--- config.mk ---
export PLATFORM = sky130hd
export DESIGN_NAME = ps2_receiver
export DESIGN_NICKNAME = d
export VERILOG_FILES = /design/src/logic/keyboard_bus_pkg.sv /design/src/logic/ps2_receiver.sv
export SDC_FILE = /design/constraint.sdc
export NUM_CORES = 1
export LEC_CHECK = 0
export BUFFER_PORTS_ARGS = -buffer_cell sky130_fd_sc_hd__buf_2
export CORE_MARGIN = 1
export CORE_UTILIZATION = 30
export CTS_BUF_LIST = sky130_fd_sc_hd__clkbuf_8
export CTS_CLUSTER_DIAMETER = 200
export DETAILED_ROUTE_END_ITERATION = 10
export PLACE_DENSITY_LB_ADDON = 0.12
export SETUP_SLACK_MARGIN = 0.5
export SYNTH_ARGS = -nofsm -noshare
export SYNTH_HDL_FRONTEND = slang
export SYNTH_SLANG_ARGS = --single-unit
--- constraint.sdc ---
create_clock -name CLOCK_50 -period 2.85 [get_ports CLOCK_50]
set_input_delay 0.57 -clock CLOCK_50 [delete_from_list [all_inputs] [get_ports CLOCK_50]]
set_output_delay 0.57 -clock CLOCK_50 [all_outputs]
set_load 0.03 [all_outputs]
--- src/logic/keyboard_bus_pkg.sv ---
package keyboard_bus_pkg;

    // Bus widths of the 64-bit CPU port
    localparam int bus_addr_w = 64;
    localparam int bus_data_w = 64;

    // RAM window, stack folded in
    localparam logic [bus_addr_w-1:0] ram_base = 64'h0000_0000_0000_1000;
    // 8 KB
    localparam logic [bus_addr_w-1:0] ram_size = 64'h0000_0000_0000_2000;

    // UART transmit register, qemu style location
    localparam logic [bus_addr_w-1:0] uart_addr = 64'h0000_0000_8000_0000;
    // Keyboard register
    localparam logic [bus_addr_w-1:0] key_addr = 64'h0000_0000_8000_0010;

    // PS/2 set 2 prefix bytes
    localparam logic [7:0] break_code = 8'hF0;
    // Extended prefix, dropped here
    localparam logic [7:0] ext_code = 8'hE0;

    // Width of one scan code
    localparam int key_code_w = 8;

    // One buffered key event
    typedef struct packed {
        logic [key_code_w-1:0] code;
        logic                  released;
    } key_event_t;

    // Keyboard register fields
    // Scan code in the low byte
    localparam int key_code_lsb = 0;
    // Set for a break event
    localparam int key_released_bit = 8;
    // Set when the read returned an event
    localparam int key_valid_bit = 9;
    // Sticky overflow, cleared by the read that shows it
    localparam int key_overflow_bit = 10;

endpackage

--- src/logic/ps2_receiver.sv ---
`timescale 1ns/100ps

module ps2_receiver (
    input  logic                         CLOCK_50,
    input  logic                         rst_n,
    input  logic                         ps2_clk,
    input  logic                         ps2_dat,
    output logic                         code_strobe,
    output keyboard_bus_pkg::key_event_t key_event
);

    // Mid-frame silence this long means a lost bit, so start over
    localparam logic [15:0] idle_limit = 16'hFFFF;

    logic [1:0]  clk_sync;
    logic [1:0]  dat_sync;
    logic        clk_prev;
    logic        clk_fall;
    logic [3:0]  bit_count;
    logic [9:0]  shift_reg;
    logic [15:0] idle_count;
    logic        release_pending;
    logic [7:0]  frame_byte;
    logic        frame_ok;
    logic        stop_bit;

    // Two-stage synchronizers, lines idle high
    always_ff @(posedge CLOCK_50) begin
        if (!rst_n) begin
            clk_sync <= 2'b11;
            dat_sync <= 2'b11;
            clk_prev <= 1'b1;
        end else begin
            clk_sync <= {clk_sync[0], ps2_clk};
            dat_sync <= {dat_sync[0], ps2_dat};
            clk_prev <= clk_sync[1];
        end
    end

    // Device changes data on rising edge, sample on falling
    assign clk_fall = clk_prev & ~clk_sync[1];

    // Eleventh bit on the line
    assign stop_bit = clk_fall && (bit_count == 4'd10);

    // Start low, odd parity over data and parity bit, stop high
    assign frame_byte = shift_reg[8:1];
    assign frame_ok   = ~shift_reg[0] & (^shift_reg[9:1]) & dat_sync[1];

    // Bit counter and break tracking
    always_ff @(posedge CLOCK_50) begin
        if (!rst_n) begin
            bit_count       <= '0;
            idle_count      <= '0;
            release_pending <= 1'b0;
            code_strobe     <= 1'b0;
        end else begin
            code_strobe <= 1'b0;
            if (clk_fall) begin
                idle_count <= '0;
                if (stop_bit) begin
                    bit_count <= '0;
                    if (frame_ok) begin
                        if (frame_byte == keyboard_bus_pkg::break_code) begin
                            // Next code is a release
                            release_pending <= 1'b1;
                        end else if (frame_byte != keyboard_bus_pkg::ext_code) begin
                            code_strobe     <= 1'b1;
                            release_pending <= 1'b0;
                        end
                    end
                end else begin
                    bit_count <= bit_count + 4'd1;
                end
            end else if (bit_count != 4'd0) begin
                // Watchdog only runs inside a frame
                if (idle_count == idle_limit) begin
                    bit_count  <= '0;
                    idle_count <= '0;
                end else begin
                    idle_count <= idle_count + 16'd1;
                end
            end
        end
    end

    // Shift in LSB first, start bit ends in bit 0
    always_ff @(posedge CLOCK_50) begin
        if (clk_fall && !stop_bit) begin
            shift_reg <= {dat_sync[1], shift_reg[9:1]};
        end
        // Event payload, qualified by code_strobe
        if (stop_bit) begin
            key_event.code     <= frame_byte;
            key_event.released <= release_pending;
        end
    end

endmodule

==> metrics.yaml <==
timing:
  setup_viol: 0
  rsz0062_at_grt: "no"
  period_needed_ns: 2.06
  drv_slew: 0
  finClkSkew_ns: 0.00755
  worst_pin_slew_ns: 0.565
  hold_violations: 0
  min_period_over_period_pct: 72.3
  finalSetupTns_ns: 0
  setup_slack_ns: 0.790
  relSlewSlack_pct: 62.2
  fmax_ghz: 0.486
  hold-worst-slack_ns: 0.414
global_routing:
  grt_pass1_vias: 1212
  busiest_layer: "met2"
  antenna_found_initial: 0
  grt_use_met3_pct: 3.78
  grt_max_degree: 16
  grtUsageMet2_pct: 18.9
  grt_pass1_wl_mm: 5.62
  grtUsageTotal_pct: 11.4
  grt.overflow.total: 0
  grt_util_met1_pct: 13.3
floorplanning:
  die_area_mm2: 0.00671
  die_w_um: 81.9
  coreArea_mm2: 0.00603
  row_count: 28
  dieHeight_um: 81.9
  initial_core_util_pct: 31.8
  io_pins: 14
clocking:
  htree_levels: 2
  clk_pin_slew_ns: 0.09
  cts_buffers: 5
  cts_max_path_buffers: 2
  hold_buffers: 0
  clock_sinks: 46
  cts_tree: "yes"
  cts-root-buf: "clkbuf_8"
  cts_setup_buffers: 0
  ctsResizeCount: 0
  clk_latency_ns: 0.30
min_path:
  min-delay-start: "clk_sync[0]"
  hold_class: "register to register"
pwr:
  p_sw_share_pct: 22.7
  switching_power_w: 0.000258
  p_leak_nw: 0.800
  pwr-share-seq_pct: 61.1
  p_int_w: 0.000881
  p_total_w: 0.00114
  p_per_area_mw_per_mm2: 526
  clkPwrFrac_pct: 35.0
  p_comb_share_pct: 3.9
  ir_drop_uv: 199
placed_design:
  dp_cells: 253
  gp_congestion: 0.825
  hpwlAfterDp_mm: 2.32
  io_buffers: 13
  place_ws_ns: 0.569
worst_setup_path:
  worst-setup-path-type: "register to register"
  cp-startpoint: "bit_count[0]"
  crit_required_ns: 3.03
  cp_max_fo: 13
  r2r_cells: 6
  r2r_setup_slack_ns: 0.79
  arrival_ns: 2.24
  timing.rr.end: "bit_count[2]"
  crit_end: "bit_count[2]"
  cp-start-kind: "register"
  r2r_start: "bit_count[0]"
  endpoint_kind: "register"
routing:
  num_vias: 1238
  post_drt_via_cell_ratio: 4.74
  ant_nets: 0
  drc: 0
  routedWlPerCell_um: 12.5
  first_pass_iters: 4
  drtIter0Drc: 59
  wirelength_mm: 3.25
cells_and_area:
  layout.cells.non_filler: 261
  nFillCells: 602
  fin_nets: 198
  area_growth_pct: 13.1
  num_antenna_cells: 0
  largest_reg_flops: 16
  final_layout_size_suffix_gt1_share_pct: 17.7
synth:
  syn_inst: 166
  ys.flop_type: "dfxtp_1"
  avgSynthCellArea_um2: 11.5
  synthesis.nets: 179
  syn_area_mm2: 0.00192
  ys.warnings.count: 0
  synth-edff-count: 19
  async_flop_share_pct: 0
  ys_seq_elements: 46
  synth_cell_types: 35
  seq_area_frac_synth_pct: 58.0
status:
  status: "finished clean"
job:
  drv_cap: 0
-- through the flow --
step,instance area [um^2],util [%]
after floorplan,1920,-
after global placement,2070,34.3
after detailed placement,2070,34.3
after CTS,2160,35.8
after global routing,2170,35.9
final,2170,35.9
-- cell type report --
type	count	area [um^2]	area share (%)
Timing Repair Buffer	15	80.1	3.70
Inverter	9	33.8	1.56
Sequential cell	46	1110	51.3
Clock buffer	5	68.8	3.18
Multi-Input combinational cell	108	757	35.0
Clock inverter	3	21.3	0.982
Tap cell	75	93.8	4.33
-- worst min path at each step --
stage / end / slack, ns / depth (start not counted)
4_1_cts: clk_sync[1] / 0.42 / 1
3_3_place_gp: clk_sync[1] / 0.39 / 1
2_1_floorplan: clk_sync[1] / 0.39 / 1
3_5_place_dp: clk_sync[1] / 0.39 / 1
6_report: clk_sync[1] / 0.41 / 1
5_1_grt: clk_sync[1] / 0.43 / 1
-- cell families (layout without fill, tap and decap cells) --
logic type | Yosys count | after routing | share of synthesized area [%]
DFF | 46 | 46 | 58.0
muxes | 1 | 1 | 0.523
and+or+nand+nor | 65 | 65 | 19.4
buffers and inverters | 12 | 32 | 2.87
AOI/OAI and AO/OA | 20 | 20 | 6.66
adders and majority gates | 9 | 9 | 5.88
xor gates and xnor gates | 13 | 13 | 6.66
-- power groups by stage --
stage                     sequential (W)  clock (W)  combinational (W)
after floorplan                 0.000710          0          0.0000345
after global placement          0.000712          0          0.0000430
after detailed placement        0.000712          0          0.0000438
after CTS                       0.000697   0.000411          0.0000440
after global routing            0.000698   0.000443          0.0000491
final                           0.000697   0.000399          0.0000439
-- layout by cell type (no fill, tap or decap), types with 6 or more instances in the layout --
cell type	n
buf_2	13
xor2_1	6
dfxtp_1	27
xnor2_1	6
o21ai_0	6
nand4_1	7
nand3_1	6
nor2_1	11
edfxtp_1	19
inv_1	9
nand2_1	12
ha_1	9
nand2b_1	6
-- worst max-delay path, cell delays in order, from the launching register on --
cell and delay, ns:
dfxtp_1 0.36, inv_1 0.09, ha_1 0.21, nor3b_2 0.21
or4_4 0.57, o21bai_4 0.35, a31oi_1 0.13
-- Yosys cell counts (all sizes together) (2+ instances only) --
library cell / n / area (um^2)
a21oi: 7 / 42.5
a31oi: 2 / 12.5
and3: 5 / 32.5
clkbuf: 3 / 21.3
dfxtp: 27 / 541
edfxtp: 19 / 571
ha: 9 / 113
inv: 9 / 33.8
nand2: 12 / 45.0
nand2b: 6 / 37.5
nand3: 6 / 30.0
nand3b: 2 / 15.0
nand4: 8 / 56.3
nor2: 11 / 41.3
nor2b: 2 / 12.5
nor4: 2 / 12.5
o21ai: 6 / 30.0
o22ai: 2 / 12.5
or3: 5 / 31.3
or4: 3 / 31.3
xnor2: 6 / 52.6
xor2: 6 / 52.6
-- routing by layer --
metal | up-vias | wire (um)
met2 | 19 | 1580
met5 | - | 0
li1 | 630 | -
met4 | 0 | 60
met1 | 584 | 1490
met3 | 5 | 114
(Power assumes the default switching activity.)
