**src/logic/keyboard_bus_pkg.sv**
```systemverilog
package keyboard_bus_pkg;

    // Bus widths of the 64-bit CPU port
    localparam int bus_addr_w = 64;
    localparam int bus_data_w = 64;

    // RAM window, stack folded in
    localparam logic [bus_addr_w-1:0] ram_base = 64'h0000_0000_0000_1000;
    // 8 KB
    localparam logic [bus_addr_w-1:0] ram_size = 64'h0000_0000_0000_2000;

    // UART transmit register, qemu style location
    localparam logic [bus_addr_w-1:0] uart_addr = 64'h0000_0000_8000_0000;
    // Keyboard register
    localparam logic [bus_addr_w-1:0] key_addr = 64'h0000_0000_8000_0010;

    // PS/2 set 2 prefix bytes
    localparam logic [7:0] break_code = 8'hF0;
    // Extended prefix, dropped here
    localparam logic [7:0] ext_code = 8'hE0;

    // Width of one scan code
    localparam int key_code_w = 8;

    // One buffered key event
    typedef struct packed {
        logic [key_code_w-1:0] code;
        logic                  released;
    } key_event_t;

    // Keyboard register fields
    // Scan code in the low byte
    localparam int key_code_lsb = 0;
    // Set for a break event
    localparam int key_released_bit = 8;
    // Set when the read returned an event
    localparam int key_valid_bit = 9;
    // Sticky overflow, cleared by the read that shows it
    localparam int key_overflow_bit = 10;

endpackage

```
**src/logic/key_event_if.sv**
```systemverilog
`timescale 1ns/100ps

interface key_event_if;

    // Oldest event in the buffer
    keyboard_bus_pkg::key_event_t head;
    logic                         not_empty;
    logic                         overflow;
    // Pulses from the keyboard port
    logic                         pop;
    logic                         clear_overflow;

    // Buffer side
    modport buffer (
        output head,
        output not_empty,
        output overflow,
        input  pop,
        input  clear_overflow
    );

    // Keyboard port side
    modport port (
        input  head,
        input  not_empty,
        input  overflow,
        output pop,
        output clear_overflow
    );

endinterface

```
**src/logic/scan_fifo.sv**
```systemverilog
`timescale 1ns/100ps

module scan_fifo #(
    parameter int FIFO_DEPTH = 8
) (
    input  logic                         CLOCK_50,
    input  logic                         rst_n,
    input  logic                         code_strobe,
    input  keyboard_bus_pkg::key_event_t key_event,
    key_event_if.buffer                  out
);

    // Depth is a power of two, pointers wrap on their own
    localparam int addr_w = $clog2(FIFO_DEPTH);

    keyboard_bus_pkg::key_event_t store [FIFO_DEPTH];

    logic [addr_w-1:0] wr_ptr;
    logic [addr_w-1:0] rd_ptr;
    logic [addr_w:0]   count;
    logic              full;
    logic              do_push;
    logic              do_pop;
    logic              overflow_flag;

    assign full = (count == (addr_w + 1)'(FIFO_DEPTH));

    // Pop on empty is a no-op
    assign do_pop  = out.pop & (count != '0);
    // Full but popping this cycle still has room
    assign do_push = code_strobe & (~full | do_pop);

    always_ff @(posedge CLOCK_50) begin
        if (do_push) begin
            store[wr_ptr] <= key_event;
        end
    end

    always_ff @(posedge CLOCK_50) begin
        if (!rst_n) begin
            wr_ptr        <= '0;
            rd_ptr        <= '0;
            count         <= '0;
            overflow_flag <= 1'b0;
        end else begin
            if (do_push) begin
                wr_ptr <= wr_ptr + 1'b1;
            end
            if (do_pop) begin
                rd_ptr <= rd_ptr + 1'b1;
            end
            case ({do_push, do_pop})
                2'b10:   count <= count + 1'b1;
                2'b01:   count <= count - 1'b1;
                default: count <= count;
            endcase
            // Dropped event wins over a clear in the same cycle
            if (code_strobe && !do_push) begin
                overflow_flag <= 1'b1;
            end else if (out.clear_overflow) begin
                overflow_flag <= 1'b0;
            end
        end
    end

    // Oldest entry, first-word fall-through
    assign out.head      = store[rd_ptr];
    assign out.not_empty = (count != '0);
    assign out.overflow  = overflow_flag;

endmodule
```
**src/flat_wrapper.sv**
```systemverilog
// flat-port wrapper written by rule: the top's interface ports become plain ports
module scan_fifo_flat 
#(
    parameter int FIFO_DEPTH = 8
)
  (CLOCK_50, rst_n, code_strobe, key_event, out_head, out_not_empty, out_overflow, out_pop, out_clear_overflow);
  key_event_if out_i ();
  input  logic CLOCK_50;
  input  logic rst_n;
  input  logic code_strobe;
  input  keyboard_bus_pkg::key_event_t key_event;
  output wire logic [$bits(out_i.head)-1:0] out_head;
  output wire logic [$bits(out_i.not_empty)-1:0] out_not_empty;
  output wire logic [$bits(out_i.overflow)-1:0] out_overflow;
  input wire logic [$bits(out_i.pop)-1:0] out_pop;
  input wire logic [$bits(out_i.clear_overflow)-1:0] out_clear_overflow;
  assign out_head = out_i.head;
  assign out_not_empty = out_i.not_empty;
  assign out_overflow = out_i.overflow;
  assign out_i.pop = out_pop;
  assign out_i.clear_overflow = out_clear_overflow;
  scan_fifo #(.FIFO_DEPTH(FIFO_DEPTH)) u_core (.CLOCK_50(CLOCK_50), .rst_n(rst_n), .code_strobe(code_strobe), .key_event(key_event), .out(out_i));
endmodule
```
**config.mk**
```make
export PLATFORM = sky130hd
export DESIGN_NAME = scan_fifo_flat
export DESIGN_NICKNAME = d
export VERILOG_FILES = /design/src/logic/keyboard_bus_pkg.sv /design/src/logic/key_event_if.sv /design/src/logic/scan_fifo.sv /design/src/flat_wrapper.sv
export SDC_FILE = /design/constraint.sdc
export NUM_CORES = 1
export LEC_CHECK = 0
export ABC_CLOCK_PERIOD_IN_PS = 6100
export BUFFER_PORTS_ARGS = -buffer_cell sky130_fd_sc_hd__buf_2
export CELL_PAD_IN_SITES_DETAIL_PLACEMENT = 1
export CELL_PAD_IN_SITES_GLOBAL_PLACEMENT = 1
export CORE_MARGIN = 5
export CORE_UTILIZATION = 47
export DETAILED_ROUTE_END_ITERATION = 16
export HOLD_SLACK_MARGIN = 0.15
export PLACE_DENSITY = 0.78
export REMOVE_ABC_BUFFERS = 1
export SYNTH_ARGS = -nofsm -noshare
export SYNTH_HDL_FRONTEND = slang
export SYNTH_SLANG_ARGS = --single-unit
```
**constraint.sdc**
```tcl
create_clock -name CLOCK_50 -period 6.1 [get_ports CLOCK_50]
set_clock_uncertainty 0.15 [all_clocks]
set_input_delay 0.61 -clock CLOCK_50 [delete_from_list [all_inputs] [get_ports CLOCK_50]]
set_output_delay 0.61 -clock CLOCK_50 [all_outputs]
set_load 0.02 [all_outputs]
```
==> results of run 1 <==
==> flip-flops by register name (all words and copies together) (netlist names), named ones only <==
register and count:
u_core.out.overflow 1, u_core.store 72, u_core.rd_ptr 3, u_core.count 4
u_core.wr_ptr 3
==> placed cells by master, fill, tap and decap left out, types with 4 or more instances in the layout <==
| cell type | count |
|---|---|
| edfxtp_1 | 72 |
| buf_2 | 24 |
| mux4_1 | 18 |
| dfxtp_1 | 14 |
| mux2_2 | 9 |
| clkbuf_8 | 9 |
| nor2b_1 | 7 |
| and2_1 | 6 |
| xnor2_1 | 5 |
| ha_1 | 5 |
| nand2_1 | 4 |
| nand2b_1 | 4 |
| nor2_1 | 4 |
| nor3_2 | 4 |
| inv_6 | 4 |
==> path summary, 6_finish.rpt <==
| check | start | depth (start not counted) | end |
|---|---|---|---|
| worst max-delay path | flip-flop | 3 | out_head[0] |
| worst min-delay path | u_core.count[3] | 2 | u_core.count[3] |
| worst max register to register | u_core.count[0] | 10 | u_core.count[2] |
| worst min register to register | u_core.count[3] | 2 | u_core.count[3] |
==> per-stage QoR <==
| step | power (mW) | worst slack [ps] | instances | hold WS [ps] |
|---|---|---|---|---|
| after floorplan | 0.9546 | 3549 | 176 | 306.3 |
| after global placement | 1.038 | 3258 | 300 | 318.0 |
| after detailed placement | 1.053 | 3162 | 300 | 333.9 |
| after CTS | 1.544 | 2834 | 316 | 347.5 |
| after global routing | 1.596 | 2805 | 316 | 352.4 |
| final | 1.525 | 2925 | 316 | 345.5 |
==> cell families after synthesis <==
| group | count (synthesis) |
|---|---|
| and+or+nand+nor | 36 |
| AOI/OAI and AO/OA | 11 |
| xor gates and xnor gates | 7 |
| muxes | 30 |
| DFF | 86 |
| adders and majority gates | 5 |
| buffers and inverters | 7 |
==> where the power goes <==
group	leakage, nW	internal, mW	switching [mW]
Clock	0.125	0.278	0.213
Combinational	0.473	0.153	0.150
Sequential	0.768	0.678	0.0522
==> layout make-up <==
class	instances	area, µm²	area share, %
Sequential cell	86	2442	61.21
Multi-Input combinational cell	89	1044	26.15
Clock inverter	7	125.1	3.136
Timing Repair Buffer	25	127.6	3.198
Clock buffer	9	123.9	3.104
Inverter	1	3.754	0.09407
Tap cell	99	123.9	3.104
==> Yosys cell counts, types with 2 or more instances <==
library cell  count
a21boi_0          2
or3_1             2
nand3_1           2
nor2_1            4
ha_1              5
nor2b_1           7
a21oi_1           3
edfxtp_1         72
mux4_1           18
mux2_2            9
nand2_1           4
and2_1            6
xor2_1            2
xnor2_1           5
nand2b_1          4
o211ai_1          2
nor3_1            4
clkbuf_1          2
dfxtp_1          14
mux2i_1           3
==> critical path, cell delays in order (launching register included) <==
cell,delay (ps)
dfxtp_1,960
mux4_1,660
mux2_2,280
buf_2,160
==> metal layers <==
metal / GRT usage [%] / up-vias / share of wire (%)
li1: - / 802 / -
met1: 19.42 / 897 / 43
met2: 26.74 / 29 / 53
met3: 3.408 / 6 / 2.7
met4: 6.308 / 0 / 1.0
met5: 0 / - / 0
==> impl_metrics.toml, run 1 <==
[placement]
dpl.hpwl_um = 4176
place_area_um2 = 3741
portBuffers = 24
place_congestion = 0.7259

[routing]
drtAntennaViolNets = 0
routed_wl_um = 6550
drt_iter0_markers = 71
wire_per_inst_um = 20.73
viasPerCell = 5.487
drtPass1Iterations = 4
drc = 0
num_vias = 1734

[synthesis]
ys_top_cells_by_area = "edfxtp_1, mux4_1, dfxtp_1"
synth_area_leader_cell = "edfxtp_1"
synth_area_per_cell_um2 = 19.29
synth-async-reset-ratio_pct = 0
syn_area_um2 = 3511
synth-xor-area-share_pct = 1.746
synth_edf_count = 72
post-synth-top-area-fraction_pct = 61.58
synth_top_family_by_area = "multiplexers"
synth_flop_cell = "edfxtp_1"
synthCells = 182
seq_area_frac_synth_pct = 69.57
ys_ff_latch = 86
synth_fa_ha_area_share_pct = 1.782
synth_compound_area_share_pct = 2.316
synth_mux_area_share_pct = 17.21
ys_warn_count = 0
synthDistinctLibCells = 32
synth-simple-area-share_pct = 5.916

[floorplanning]
fp-row-count = 31
die_h_um = 96.43
fp.coreArea_um2 = 7253
die_w_um = 96.43
io_pins = 25
initial_core_util_pct = 48.40
die_area_um2 = 9299

[final_layout]
final_area_um2 = 3990
areaGrowthSynthToFinish_pct = 13.65
fillers = 694
diodes = 0
fin_nets = 231
utilization_pct = 55.01
drive_above_1_share_pct = 26.73

[clock_network]
cts_tree = "done"
root_buffer = "clkbuf_8"
cts_setup_buffers = 0
cts_resized = 0
insertion_delay_ps = 350
cts_buffer_depth = 2
clkTransAtPathRegs_ps = 90
cts-buffers-inserted = 9
clock_sinks = 86
htreeDepth = 3
hold_buffers = 0

[min_path]
min_path_type = "flip-flop to flip-flop"

[run_status]
outcome = "finished clean"

[sta]
relSlewSlack_pct = 30.15
slew_violations = 0
rsz0062_at_grt = "false"
finalHoldViolCount = 0
fmax_mhz = 314.9
fin_setup_tns_ps = 0
worstMarginPinSlew_ps = 1044
finalSetupViolCount = 0
post-route-min-period_ps = 3175
fin_crit_sh_pct = 52.05

[power]
leakage_nw = 1.366
powerDensity_nw_per_um2 = 382.2
vdd_drop_max_mv = 0.1779

[critical_path]
cp.required_ps = 5340
rrSetupSlack_ps = 3300
worstPathMaxFanout = 18
path_class = "flip-flop to output pin"
cp-start-kind = "flip-flop"
worstSetupEndpointType = "output pin"
worstPathArrival_ps = 2420

[global_routing]
grt_pass1_wl_um = 10200
gr-total-overflow = 0
grtUsageTotal_pct = 15.66
antenna_found_initial = 0
grt_pass1_vias = 1846
grt_max_degree = 19

[run]
drv_cap = 0
Power figures use the tool's default switching activity.
==> inputs of run 2 (changes only) <==
- ABC_CLOCK_PERIOD_IN_PS: 6100 -> 3000
- clock period: 6.1 -> 3 ns (I/O delays scaled with it)
==> run 2 against run 1 <==
Power rose by 92%. Clock power is 64% higher. Combinational power rose by 130%. Wire length up 0.81%. Sequential share of layout area is 2.0 points lower. Cell area is 3.4% higher. Flip-flop and latch count unchanged. First-iteration DRC count rose by 66%. Worst setup slack got worse by 2700 ps. Register-to-register slack lost 3100 ps. Largest cell class unchanged.
==> impl_metrics.toml, run 2 (synthesis gave the netlist of run 1 again) <==
[run_status]
outcome = "finished clean"

[sta]
relSlewSlack_pct = 37.54
whs_ps = 280.2
finalHoldViolCount = 0
fin_setup_tns_ps = 0
slew_violations = 0
fmax_mhz = 360.6
worstMarginPinSlew_ps = 929.7
fin_crit_sh_pct = 92.44
post-route-min-period_ps = 2773
worst_slack_ps = 226.7
finalSetupViolCount = 0
rsz0062_at_grt = "false"

[placement]
place_area_um2 = 3789
place_congestion = 0.6764
dpl.hpwl_um = 4288
post-place-cells = 309
dp_slack_ps = 262.2
portBuffers = 24

[final_layout]
final_area_um2 = 4125
final_cell_mix = "edfxtp_1, buf_2, mux4_1"
top_regs = "u_core.store x72, u_core.count x4"
areaGrowthSynthToFinish_pct = 17.50
top_register = "u_core.store"
fin_nets = 254
finalNonFillerCells = 339
final_common_cell = "edfxtp_1"
diodes = 0
utilization_pct = 56.87
drive_above_1_share_pct = 25.83
largest_register_ff_count = 72

[power]
leakage_nw = 1.435
power.internal_mw = 2.105
switchingPower_mw = 0.8283
vdd_drop_max_mv = 0.3691
p_seq_share_pct = 48.9
p_comb_share_pct = 23.7
finalPower_mw = 2.933
switching_share_pct = 28.24
clkPwrFrac_pct = 27.4
powerDensity_nw_per_um2 = 711.1

[clock_network]
htreeDepth = 3
cts-buffers-inserted = 9
cts_resized = 0
clkTransAtPathRegs_ps = 80
root_buffer = "clkbuf_8"
cts_tree = "done"
clock_sinks = 86
insertion_delay_ps = 350
cts_buffer_depth = 2

[floorplanning]
die_h_um = 96.43
io_pins = 25
fp.coreArea_um2 = 7253
die_w_um = 96.43
die_area_um2 = 9299
fp-row-count = 31
initial_core_util_pct = 48.40

[routing]
drt_iter0_markers = 118
viasPerCell = 5.410
drc = 0
wire_per_inst_um = 19.48
drtPass1Iterations = 4
routed_wl_um = 6603
drtAntennaViolNets = 0
num_vias = 1834

[critical_path]
path_class = "input port to flip-flop"
worstPathMaxFanout = 8
cp-start-kind = "input port"
worstPathArrival_ps = 2900
rrSetupSlack_ps = 230
cp.required_ps = 3120
worstSetupEndpointType = "flip-flop"

[global_routing]
grt_max_degree = 19
antenna_found_initial = 0
gr-total-overflow = 0
grtUsageTotal_pct = 16.10
grt_pass1_vias = 1948
grt_pass1_wl_um = 10480

[run]
drv_cap = 0

[min_path]
min_path_type = "input port to flip-flop"
run 2: cell count changes in the layout (fill, tap and decap cells not counted), moves of 2 or more:
cell           delta
buf_4             +9
bufinv_16         -2
dlygate4sd3_1    +14
inv_6             -2
nor3_1            +4
nor3_2            -4
run 2: final cells by class:
class,instances,area [µm²]
clock buffer,10,127.6
clock inverter,6,68.82
fill,666,3128
inverter,1,3.754
multi-input combinational,89,1023
sequential,86,2442
tap,99,123.9
timing repair buffer,48,335.3
run 2: power by group through the flow:
stage                     clock network [mW]  registers [mW]  logic [mW]
after floorplan                            0            1.47       0.467
after global placement                     0            1.45       0.663
after detailed placement                   0            1.46       0.691
after CTS                              0.828            1.43       0.709
after global routing                   0.886            1.45       0.758
final                                  0.805            1.43       0.695
run 2: critical path, stage by stage:
cell and delay [ps]:
dlygate4sd3_1 530, buf_2 140, nand2b_1 240, o21ai_4 300
ha_1 320, xor2_1 190, ha_1 170, a21oi_1 50
xor2_1 160, or3_1 310, a21boi_0 190
run 2: what timing repair did:
item                      CTS  global route
hold buffers               14             0
setup buffers               0             0
hold endpoints to repair   84             0
run 2: worst paths after layout:
| path | startpoint | end | cells past startpoint |
|---|---|---|---|
| max | out_pop | u_core.count[2] | 11 |
| min | code_strobe | u_core.wr_ptr[1] | 4 |
| max reg2reg | u_core.count[0] | u_core.count[2] | 10 |
| min reg2reg | u_core.count[3] | u_core.count[3] | 2 |
run 2: metal layers:
layer | track usage (%) | up-vias | routed length [µm] | share of wire, %
li1 | - | 844 | - | -
met1 | 20.70 | 950 | 2926 | 44
met2 | 25.93 | 34 | 3358 | 51
met3 | 4.183 | 6 | 232 | 3.5
met4 | 7.009 | 0 | 86 | 1.3
met5 | 0 | - | 0 | 0
