===== config.mk =====
export PLATFORM = sky130hd
export DESIGN_NAME = key_port_flat
export DESIGN_NICKNAME = d
export VERILOG_FILES = /design/src/logic/keyboard_bus_pkg.sv /design/src/logic/key_event_if.sv /design/src/logic/key_port.sv /design/src/flat_wrapper.sv
export SDC_FILE = /design/constraint.sdc
export NUM_CORES = 1
export LEC_CHECK = 0
export ABC_AREA = 1
export BUFFER_PORTS_ARGS = -buffer_cell sky130_fd_sc_hd__clkbuf_2
export CAP_MARGIN = 20
export CORE_MARGIN = 2
export CORE_UTILIZATION = 36
export DETAILED_ROUTE_END_ITERATION = 8
export PLACE_DENSITY = 0.8
export SKIP_LAST_GASP = 1
export SYNTH_ARGS = -nofsm -noshare
export SYNTH_HDL_FRONTEND = slang
export SYNTH_SLANG_ARGS = --single-unit

===== constraint.sdc =====
create_clock -name CLOCK_50 -period 1 [get_ports CLOCK_50]
set_clock_uncertainty 0.15 [all_clocks]
set_input_delay 0.15 -clock CLOCK_50 [delete_from_list [all_inputs] [get_ports CLOCK_50]]
set_output_delay 0.15 -clock CLOCK_50 [all_outputs]
set_load 0.01 [all_outputs]

===== src/logic/keyboard_bus_pkg.sv =====
package keyboard_bus_pkg;

    // Bus widths of the 64-bit CPU port
    localparam int bus_addr_w = 64;
    localparam int bus_data_w = 64;

    // RAM window, stack folded in
    localparam logic [bus_addr_w-1:0] ram_base = 64'h0000_0000_0000_1000;
    // 8 KB
    localparam logic [bus_addr_w-1:0] ram_size = 64'h0000_0000_0000_2000;

    // UART transmit register, qemu style location
    localparam logic [bus_addr_w-1:0] uart_addr = 64'h0000_0000_8000_0000;
    // Keyboard register
    localparam logic [bus_addr_w-1:0] key_addr = 64'h0000_0000_8000_0010;

    // PS/2 set 2 prefix bytes
    localparam logic [7:0] break_code = 8'hF0;
    // Extended prefix, dropped here
    localparam logic [7:0] ext_code = 8'hE0;

    // Width of one scan code
    localparam int key_code_w = 8;

    // One buffered key event
    typedef struct packed {
        logic [key_code_w-1:0] code;
        logic                  released;
    } key_event_t;

    // Keyboard register fields
    // Scan code in the low byte
    localparam int key_code_lsb = 0;
    // Set for a break event
    localparam int key_released_bit = 8;
    // Set when the read returned an event
    localparam int key_valid_bit = 9;
    // Sticky overflow, cleared by the read that shows it
    localparam int key_overflow_bit = 10;

endpackage


===== src/logic/key_event_if.sv =====
`timescale 1ns/100ps

interface key_event_if;

    // Oldest event in the buffer
    keyboard_bus_pkg::key_event_t head;
    logic                         not_empty;
    logic                         overflow;
    // Pulses from the keyboard port
    logic                         pop;
    logic                         clear_overflow;

    // Buffer side
    modport buffer (
        output head,
        output not_empty,
        output overflow,
        input  pop,
        input  clear_overflow
    );

    // Keyboard port side
    modport port (
        input  head,
        input  not_empty,
        input  overflow,
        output pop,
        output clear_overflow
    );

endinterface


===== src/logic/key_port.sv =====
`timescale 1ns/100ps

module key_port (
    input  logic                                    CLOCK_50,
    input  logic                                    rst_n,
    input  logic                                    key_read,
    output logic [keyboard_bus_pkg::bus_data_w-1:0] key_word,
    output logic [3:0]                              interrupt_vector,
    key_event_if.port                               events
);

    logic [keyboard_bus_pkg::bus_data_w-1:0] word_next;

    // Register image, unused bits stay zero
    always_comb begin
        word_next = '0;
        if (events.not_empty) begin
            word_next[keyboard_bus_pkg::key_code_lsb +: keyboard_bus_pkg::key_code_w] =
                events.head.code;
            word_next[keyboard_bus_pkg::key_released_bit] = events.head.released;
            word_next[keyboard_bus_pkg::key_valid_bit]    = 1'b1;
        end
        // Overflow shows even with nothing left to return
        word_next[keyboard_bus_pkg::key_overflow_bit] = events.overflow;
    end

    // Read pops the head and clears the sticky flag
    assign events.pop            = key_read & events.not_empty;
    assign events.clear_overflow = key_read;

    // Read data, held until the next keyboard read
    always_ff @(posedge CLOCK_50) begin
        if (!rst_n) begin
            key_word <= '0;
        end else if (key_read) begin
            key_word <= word_next;
        end
    end

    // Level interrupt on line 0, high while events wait
    always_ff @(posedge CLOCK_50) begin
        if (!rst_n) begin
            interrupt_vector <= 4'd0;
        end else begin
            interrupt_vector <= {3'b000, events.not_empty};
        end
    end

endmodule


===== src/flat_wrapper.sv =====
// flat-port wrapper written by rule: the top's interface ports become plain ports
module key_port_flat 
  (CLOCK_50, rst_n, key_read, key_word, interrupt_vector, events_head, events_not_empty, events_overflow, events_pop, events_clear_overflow);
  key_event_if events_i ();
  input  logic CLOCK_50;
  input  logic rst_n;
  input  logic key_read;
  output logic [keyboard_bus_pkg::bus_data_w-1:0] key_word;
  output logic [3:0] interrupt_vector;
  input wire logic [$bits(events_i.head)-1:0] events_head;
  input wire logic [$bits(events_i.not_empty)-1:0] events_not_empty;
  input wire logic [$bits(events_i.overflow)-1:0] events_overflow;
  output wire logic [$bits(events_i.pop)-1:0] events_pop;
  output wire logic [$bits(events_i.clear_overflow)-1:0] events_clear_overflow;
  assign events_i.head = events_head;
  assign events_i.not_empty = events_not_empty;
  assign events_i.overflow = events_overflow;
  assign events_pop = events_i.pop;
  assign events_clear_overflow = events_i.clear_overflow;
  key_port u_core (.CLOCK_50(CLOCK_50), .rst_n(rst_n), .key_read(key_read), .key_word(key_word), .interrupt_vector(interrupt_vector), .events(events_i));
endmodule

==> results of run 1 <==
## sequential cells by signal (all words and copies together), names as in the netlist
signal,cells
u_core.key_word,11
u_core.interrupt_vector,1
## where the power goes
group          internal (uW)  switching, uW
clock                    221            162
combinational            124            177
sequential               502           13.9
## cell families after synthesis
logic type / Yosys count / share of synthesized area, %
AO/OA/AOI/OAI: 11 / 6.36
buffers and inverters: 64 / 54.2
flip-flops: 12 / 27.7
other: 1 / 0.433
AND/OR/NAND/NOR: 23 / 11.3
## metal layers
layer | GRT usage, % | up-vias | routed length (um)
met4 | 3.85 | 0 | 0
met5 | 0 | - | 0
met3 | 3.11 | 0 | 187
li1 | - | 332 | -
met2 | 19.8 | 51 | 831
met1 | 13.1 | 292 | 624
## worst max path at each step
| stage | to | depth (start not counted) | slack (ps) |
|---|---|---|---|
| 2_1_floorplan | u_core.key_word[10] | 2 | 240 |
| 3_3_place_gp | u_core.key_word[4] | 4 | 60 |
| 3_5_place_dp | u_core.key_word[8] | 4 | 30 |
| 4_1_cts | key_word[3] | 1 | -40 |
| 5_1_grt | key_word[6] | 1 | -60 |
| 6_report | key_word[3] | 1 | -10 |
## through the flow
step / instance area [um^2] / setup slack, ps / cells
finish: 1120 / -13.7 / 188
global placement: 811 / 59.4 / 164
floorplan: 1070 / 239 / 166
detailed placement: 811 / 25.8 / 164
global route: 1120 / -56.4 / 188
CTS: 1030 / -36.6 / 187
## timing repair
action / 4_1_cts / 5_1_grt
setup buffers: 7 / 1
endpoints found under the hold margin: 11 / 0
resized for setup: 11 / 27
endpoints found under the setup margin: 12 / 13
pin swaps: 0 / 1
hold buffers: 12 / 0
## area by class of cell
cell class / instances / area [um^2] / area share [%]
timing repair buffer: 50 / 415 / 37.0
inverter: 4 / 15.0 / 1.34
multi-input combinational: 90 / 367 / 32.6
clock buffer: 4 / 36.3 / 3.23
sequential: 12 / 255 / 22.7
tap: 28 / 35.0 / 3.12
## layout by cell type, fill, tap and decap left out
master,n
sky130_fd_sc_hd__conb_1,56
sky130_fd_sc_hd__clkbuf_2,15
sky130_fd_sc_hd__nand2_1,12
sky130_fd_sc_hd__buf_6,12
sky130_fd_sc_hd__dfxtp_2,12
sky130_fd_sc_hd__dlygate4sd3_1,11
sky130_fd_sc_hd__buf_4,11
sky130_fd_sc_hd__nand3_1,9
sky130_fd_sc_hd__a21oi_1,9
sky130_fd_sc_hd__inv_1,3
sky130_fd_sc_hd__clkbuf_4,3
sky130_fd_sc_hd__nor2_1,2
sky130_fd_sc_hd__clkinv_1,1
sky130_fd_sc_hd__a21oi_2,1
sky130_fd_sc_hd__o21ai_0,1
sky130_fd_sc_hd__clkbuf_8,1
sky130_fd_sc_hd__dlymetal6s4s_1,1
==> out/metrics.csv, run 1 <==
metric,value,unit
result_of_the_run,finished with violations,
failed_checks,negative setup slack,
static-leakage-power,0.000620,uW
synth-async-reset-ratio,0,%
area_added_between_synthesis_and_finish,29.8,%
first_drt_iteration_drcs,3,
yosysSeqAreaShare,27.7,%
drive_above_1_share,34.4,%
hold_viol,0,
max_stage_delay_on_crit_path,350,ps
hold_ws,39.3,ps
post-synth-top-area-cell,sky130_fd_sc_hd__buf_4,
placement_rows,17,
whs_path_depth,3,
critical_path.endpoint_type,primary output,
grt_first_pass_wirelength,2.33,mm
rr_worst_depth,4,
cellPowerDensity,1070,nW/um^2
drc,0,
globalRoute.totalOverflow,0,
synthesis.instances,111,
tritoncts,done,
tritoncts_num_sinks,12,
synth_area_per_cell,7.80,um^2
total_count_of_max_transition_violations_in_the_final_report,0,
dp.final_hpwl,1.12,mm
fillers,228,
master_cell_of_the_clock_root_buffer,sky130_fd_sc_hd__clkbuf_4,
timing.critical_path.cells,buf_6,
synth.cell_area,866,um^2
ys_top_cells_by_area,"sky130_fd_sc_hd__buf_4 51%, sky130_fd_sc_hd__dfxtp_1 28%, sky130_fd_sc_hd__a21oi_1 5.8%",
critPathArrivalTime,710,ps
drt_wl_total,1.64,mm
timing.final.setup_violations,11,
yosys.cell_count.top_type,sky130_fd_sc_hd__buf_4,
fin_util,50.3,%
detail_route.first_pass.iterations,4,
r2r_setup_slack,60,ps
chipWidth,53.0,um
path_delay_family,flip-flops,
ctsHtreeMaxLevel,1,
required_arrival_time_at_the_worst_endpoint,700,ps
antenna_found_initial,0,
critical_setup_path_kind,register to primary output,
timing.final.crit_period,1010,ps
critPathLaunchType,register,
synth_edf_count,0,
path_buf_inv,1,
drv.max_cap_violation_count,0,
ys_seq_elements,12,
design.core.area,2230,um^2
design_power_total,1200,uW
grt.total_usage,11.3,%
crit_start,u_core.key_word[3],
cts_buffers,3,
setup_tns,-75.8,ps
final.period_utilization,101,%
via_count,675,
ir_worst_vdd,577,uV
grt_setup_unrepaired,yes,
io_buffers,27,
floorplan.die_area,2810,um^2
timing.final.ws_setup,-13.7,ps
drt.antenna.violating_nets,0,
worst_path_max_delay_cell,sky130_fd_sc_hd__dfxtp_2,
number_of_top_level_pins,84,
timing.hold.worst_endpoint,u_core.key_word[2],
synth.yosys.warnings,0,
initial_util,38.8,%
worst_hold_startpoint,events_not_empty,
gpl.final_weighted_congestion,0.623,
synth_ff_type,sky130_fd_sc_hd__dfxtp_1,
crit-reg2reg-launch,u_core.key_word[0],
buffer_depth_of_the_longest_clock_path,2,
classification_of_the_worst_slack_hold_path,primary input to register,
worst_skew_late_latency,270,ps
synth.lib_cells_used.distinct,11,
grt_max_degree,12,
critical_path.reg2reg.endpoint,u_core.key_word[0],
clkTransAtPathRegs,80,ps
via_per_inst,3.59,
achievable-frequency,0.986,GHz
synth_largest_type_area_fraction,51.2,%
diodes,0,
synthTopCellsByCount,"59 x sky130_fd_sc_hd__buf_4, 12 x sky130_fd_sc_hd__dfxtp_1, 12 x sky130_fd_sc_hd__nand2_1",
routedWlPerCell,8.74,um
chipHeight,53.0,um
critical_path_peak_fanout,2,
layout.nets,175,
first_global_vias,559,
(Power assumes the default switching activity.)
==> inputs of run 2 (changes only) <==
Settings changed: PLACE_DENSITY 0.8 to 0.89.
==> run 2 against run 1 <==
Against the previous run: the flow still finishes with violations (negative setup slack); highest routed layer unchanged; utilization shrank 2.8 points; power decreased by 9.9%; via count is 5.3% lower; die area unchanged; sequential power hardly changed; maximum frequency rose by 0.64%; wire length fell by 3.1%; setup slack improved by 6.5 ps; flip-flop and latch count unchanged; sequential share of layout area rose by 1.2 points.
==> out/metrics.csv, run 2 (same netlist as run 1, synthesis figures left out) <==
metric,value,unit
buffer_depth_of_the_longest_clock_path,2,
critPathLaunchType,register,
worst_path_max_delay_cell,sky130_fd_sc_hd__dfxtp_2,
layout.nets,168,
number_of_top_level_pins,84,
globalRoute.totalOverflow,0,
via_count,639,
floorplan.die_area,2810,um^2
worst_hold_startpoint,events_not_empty,
power.share.sequential,47.7,%
tritoncts_num_sinks,12,
first_drt_iteration_drcs,14,
detail_route.first_pass.iterations,4,
ctsHtreeMaxLevel,1,
r2r_setup_slack,140,ps
fillers,228,
path_buf_inv,1,
max_stage_delay_on_crit_path,350,ps
clock_power_share,25.4,%
critical_setup_path_kind,register to primary output,
timing.critical_path.cells,buf_6,
required_arrival_time_at_the_worst_endpoint,700,ps
timing.final.crit_period,1010,ps
initial_util,38.8,%
drive_above_1_share,31.6,%
total_count_of_max_transition_violations_in_the_final_report,0,
critical_path.endpoint_type,primary output,
fin_area,1060,um^2
fin_util,47.5,%
tritoncts,done,
diodes,0,
path_delay_family,flip-flops,
critical_path_peak_fanout,2,
achievable-frequency,0.993,GHz
timing.final.setup_violations,1,
final.period_utilization,101,%
routedWlPerCell,8.84,um
timing.final.ws_setup,-7.23,ps
hold_viol,0,
critPathArrivalTime,710,ps
master_cell_of_the_clock_root_buffer,sky130_fd_sc_hd__clkbuf_4,
power.share.switching,30.2,%
failed_checks,negative setup slack,
antenna_found_initial,0,
largest-register,u_core.key_word,
drt_wl_total,1.59,mm
grt_first_pass_wirelength,2.06,mm
design.core.area,2230,um^2
chipWidth,53.0,um
clkTransAtPathRegs,70,ps
power.share.combinational,26.9,%
drt.antenna.violating_nets,0,
grt_setup_unrepaired,yes,
worst_skew_late_latency,250,ps
first_global_vias,518,
placement_rows,17,
dp.final_hpwl,1.14,mm
io_buffers,27,
whs_path_depth,3,
reg_top3,"u_core.key_word x11, u_core.interrupt_vector x1",
result_of_the_run,finished with violations,
grt.total_usage,10.0,%
largest_register_ffs,11,
grt_max_degree,12,
critical_path.reg2reg.endpoint,u_core.key_word[6],
via_per_inst,3.55,
timing.hold.worst_endpoint,u_core.key_word[9],
power.net_switching,326,uW
final_common_cell,sky130_fd_sc_hd__conb_1,
area_added_between_synthesis_and_finish,22.5,%
static-leakage-power,0.000571,uW
classification_of_the_worst_slack_hold_path,primary input to register,
chipHeight,53.0,um
gpl.final_weighted_congestion,0.615,
drv.max_cap_violation_count,0,
placed_area,823,um^2
cell_internal_pwr,755,uW
ir_worst_vdd,669,uV
cts_buffers,3,
rr_worst_depth,3,
drc,0,
final_cell_mix,"56 x sky130_fd_sc_hd__conb_1, 15 x sky130_fd_sc_hd__clkbuf_2, 12 x sky130_fd_sc_hd__nand2_1",
crit-reg2reg-launch,u_core.key_word[6],
cellPowerDensity,1020,nW/um^2
-- run 2: area by class of cell --
type | instances | area (um^2) | share of cell area (%)
Multi-Input combinational cell | 90 | 370 | 34.9
Sequential cell | 12 | 254 | 23.9
Clock buffer | 3 | 22.5 | 2.12
Inverter | 4 | 15.0 | 1.42
Tap cell | 28 | 35.0 | 3.30
Timing Repair Buffer | 43 | 364 | 34.3
-- run 2: routing by layer --
metal,track usage (%),vias up,routed length [um]
met4,3.85,0,0
met2,19.0,43,913
li1,-,315,-
met5,0,-,0
met3,3.11,0,189
met1,10.1,281,489
-- run 2: power groups by stage --
stage	combinational (uW)	clock [uW]	sequential (uW)
6_report	290	275	516
3_3_place_gp	222	0	520
5_1_grt	322	316	519
3_5_place_dp	223	0	520
2_1_floorplan	310	0	529
4_1_cts	260	283	512
-- run 2: how the worst max path moves through the flow --
stage | from | cells after the start | end
after floorplan | u_core.key_word[10] | 2 | u_core.key_word[10]
after CTS | u_core.key_word[7] | 1 | key_word[7]
after detailed placement | key_read | 4 | u_core.key_word[6]
after global routing | u_core.key_word[9] | 1 | key_word[9]
after global placement | key_read | 4 | u_core.key_word[8]
final | u_core.key_word[1] | 1 | key_word[1]
-- run 2: metrics by stage --
step / hold WS, ps / worst slack, ps / instances / TNS (ps) / power [uW]
finish: 4.51 / -7.23 / 180 / -7.23 / 1080
global route: 15.8 / -42.2 / 180 / -345 / 1160
CTS: 4.52 / -25.4 / 179 / -180 / 1050
detailed placement: 227 / -56.8 / 164 / -159 / 743
global placement: 220 / 24.2 / 164 / 0 / 742
floorplan: 97.6 / 239 / 166 / 0 / 839
-- run 2: repair_timing --
item | in CTS | in global routing
hold buffers | 11 | 0
setup buffers | 1 | 1
setup endpoints to repair | 12 | 14
hold endpoints to repair | 11 | 0
resized for setup | 11 | 26
==> inputs of run 3 (changes only) <==
Settings changed: CORE_UTILIZATION 36 to 37, CTS_BUF_LIST set to sky130_fd_sc_hd__clkbuf_2, PLACE_DENSITY 0.89 to 0.91.
==> run 3 against run 2 <==
Against the previous run: the run still ends with negative setup slack left; combinational power is essentially flat; final cell count grew 1.1%; sequential power is essentially flat; clock power shrank 11%; via count grew 2.8%; flip-flop and latch count is the same; power shrank 2.6%.
==> out/metrics.csv, run 3 (same netlist as run 1, synthesis figures left out) <==
metric,value,unit
ctsHtreeMaxLevel,1,
failed_checks,negative setup slack,
io_buffers,27,
required_arrival_time_at_the_worst_endpoint,700,ps
drv.max_cap_violation_count,0,
total_count_of_max_transition_violations_in_the_final_report,0,
timing.final.setup_violations,11,
worst-path-stages,1,
via_per_inst,3.61,
multi_input_area,363,um^2
max_stage_delay_on_crit_path,350,ps
final_cells,182,
globalRoute.totalOverflow,0,
classification_of_the_worst_slack_hold_path,primary input to register,
critical_path.endpoint_type,primary output,
placement_rows,17,
ir_worst_vdd,607,uV
cts_buffers,3,
routedWlPerCell,8.44,um
whs_path_depth,3,
worst_hold_startpoint,events_not_empty,
fin_util,48.1,%
timing.hold.worst_endpoint,u_core.key_word[9],
drc,0,
drive_above_1_share,31.2,%
hold_ws,2.75,ps
chipWidth,52.4,um
achievable-frequency,0.984,GHz
tritoncts,done,
largest_register_ffs,11,
crit-reg2reg-launch,u_core.key_word[1],
chipHeight,52.4,um
reg_top3,"u_core.key_word x11, u_core.interrupt_vector x1",
rr_worst_depth,4,
design.core.area,2210,um^2
fillers,227,
buffer_depth_of_the_longest_clock_path,2,
floorplan.die_area,2740,um^2
timing.final.crit_period,1020,ps
r2r_setup_slack,50,ps
hold_viol,0,
path_buf_inv,1,
master_cell_of_the_clock_root_buffer,sky130_fd_sc_hd__clkbuf_2,
final-seq-area,255,um^2
critical_setup_path_kind,register to primary output,
dp.final_hpwl,1.10,mm
number_of_top_level_pins,84,
grt_max_degree,12,
final_cell_mix,"56 x sky130_fd_sc_hd__conb_1, 18 x sky130_fd_sc_hd__clkbuf_2, 12 x sky130_fd_sc_hd__nand2_1, 12 x sky130_fd_sc_hd__buf_6, 12 x sky130_fd_sc_hd__dfxtp_2",
grt_first_pass_wirelength,2.10,mm
cellPowerDensity,989,nW/um^2
static-leakage-power,0.000577,uW
drt_wl_total,1.54,mm
timing.final.ws_setup,-16.7,ps
largest-register,u_core.key_word,
first_drt_iteration_drcs,5,
fin_area,1060,um^2
worst_path_max_delay_cell,sky130_fd_sc_hd__dfxtp_2,
critical_path.reg2reg.endpoint,u_core.key_word[1],
grt_setup_unrepaired,yes,
via_count,657,
critPathArrivalTime,720,ps
placed_area,831,um^2
initial_util,39.1,%
detail_route.first_pass.iterations,6,
path_delay_family,flip-flops,
drt.antenna.violating_nets,0,
result_of_the_run,finished with violations,
worst_skew_late_latency,250,ps
post_place_cells,165,
critPathLaunchType,register,
gpl.final_weighted_congestion,0.627,
clkTransAtPathRegs,120,ps
diodes,0,
antenna_found_initial,0,
timing.critical_path.cells,buf_6,
layout.nets,169,
hold_buffers,11,
tritoncts_num_sinks,12,
final_common_cell,sky130_fd_sc_hd__conb_1,
grt.total_usage,10.4,%
final.period_utilization,102,%
area_added_between_synthesis_and_finish,23.0,%
critical_path_peak_fanout,2,
first_global_vias,500,
==> run 3: cell count changes in the layout (fill, tap and decap cells not counted), moves of 2 or more <==
cell	delta
sky130_fd_sc_hd__clkbuf_2	+3
sky130_fd_sc_hd__clkbuf_4	-3
sky130_fd_sc_hd__a21oi_1	+2
sky130_fd_sc_hd__a21oi_2	-2
==> run 3: worst max path at each step <==
stage                     slack, ps                start                  end
after CTS                       -40   u_core.key_word[9]          key_word[9]
after global routing            -70   u_core.key_word[9]          key_word[9]
after detailed placement         70             key_read           events_pop
after global placement           70             key_read           events_pop
final                           -20   u_core.key_word[9]          key_word[9]
after floorplan                 240  u_core.key_word[10]  u_core.key_word[10]
==> run 3: stage by stage <==
stage               total power, uW  TNS, ps  worst slack [ps]
floorplan                       839        0               239
global placement                743        0              67.8
detailed placement              745        0              69.2
CTS                            1030     -375             -40.5
global route                   1120     -699             -75.0
finish                         1050    -96.9             -16.7
==> run 3: per-layer routing <==
| layer | track usage, % | vias to the layer above | share of wire, % |
|---|---|---|---|
| li1 | - | 320 | - |
| met5 | 0 | - | 0 |
| met3 | 3.71 | 2 | 13 |
| met1 | 11.7 | 283 | 35 |
| met4 | 5.13 | 0 | 0.85 |
| met2 | 17.3 | 52 | 51 |
==> run 3: cell type report <==
class	instances	share of cell area, %
Sequential cell	12	24.0
Tap cell	28	3.29
Multi-Input combinational cell	90	34.1
Clock buffer	3	1.41
Clock inverter	1	0.353
Timing Repair Buffer	44	35.5
Inverter	4	1.41
==> run 3: what timing repair did <==
| action | 4_1_cts | 5_1_grt |
|---|---|---|
| buffers inserted | 1 | 1 |
| cloned | 0 | 0 |
| resized for setup | 11 | 25 |
| endpoints found under the setup margin | 12 | 12 |
| hold endpoints to repair | 12 | 1 |
==> run 3: where the power goes <==
part / internal [uW] / switching, uW / total (uW) / leakage, uW
logic: 118 / 174 / 292 / 0.000460
clock network: 87.0 / 158 / 245 / 0.0000140
registers: 503 / 13.6 / 516 / 0.000103
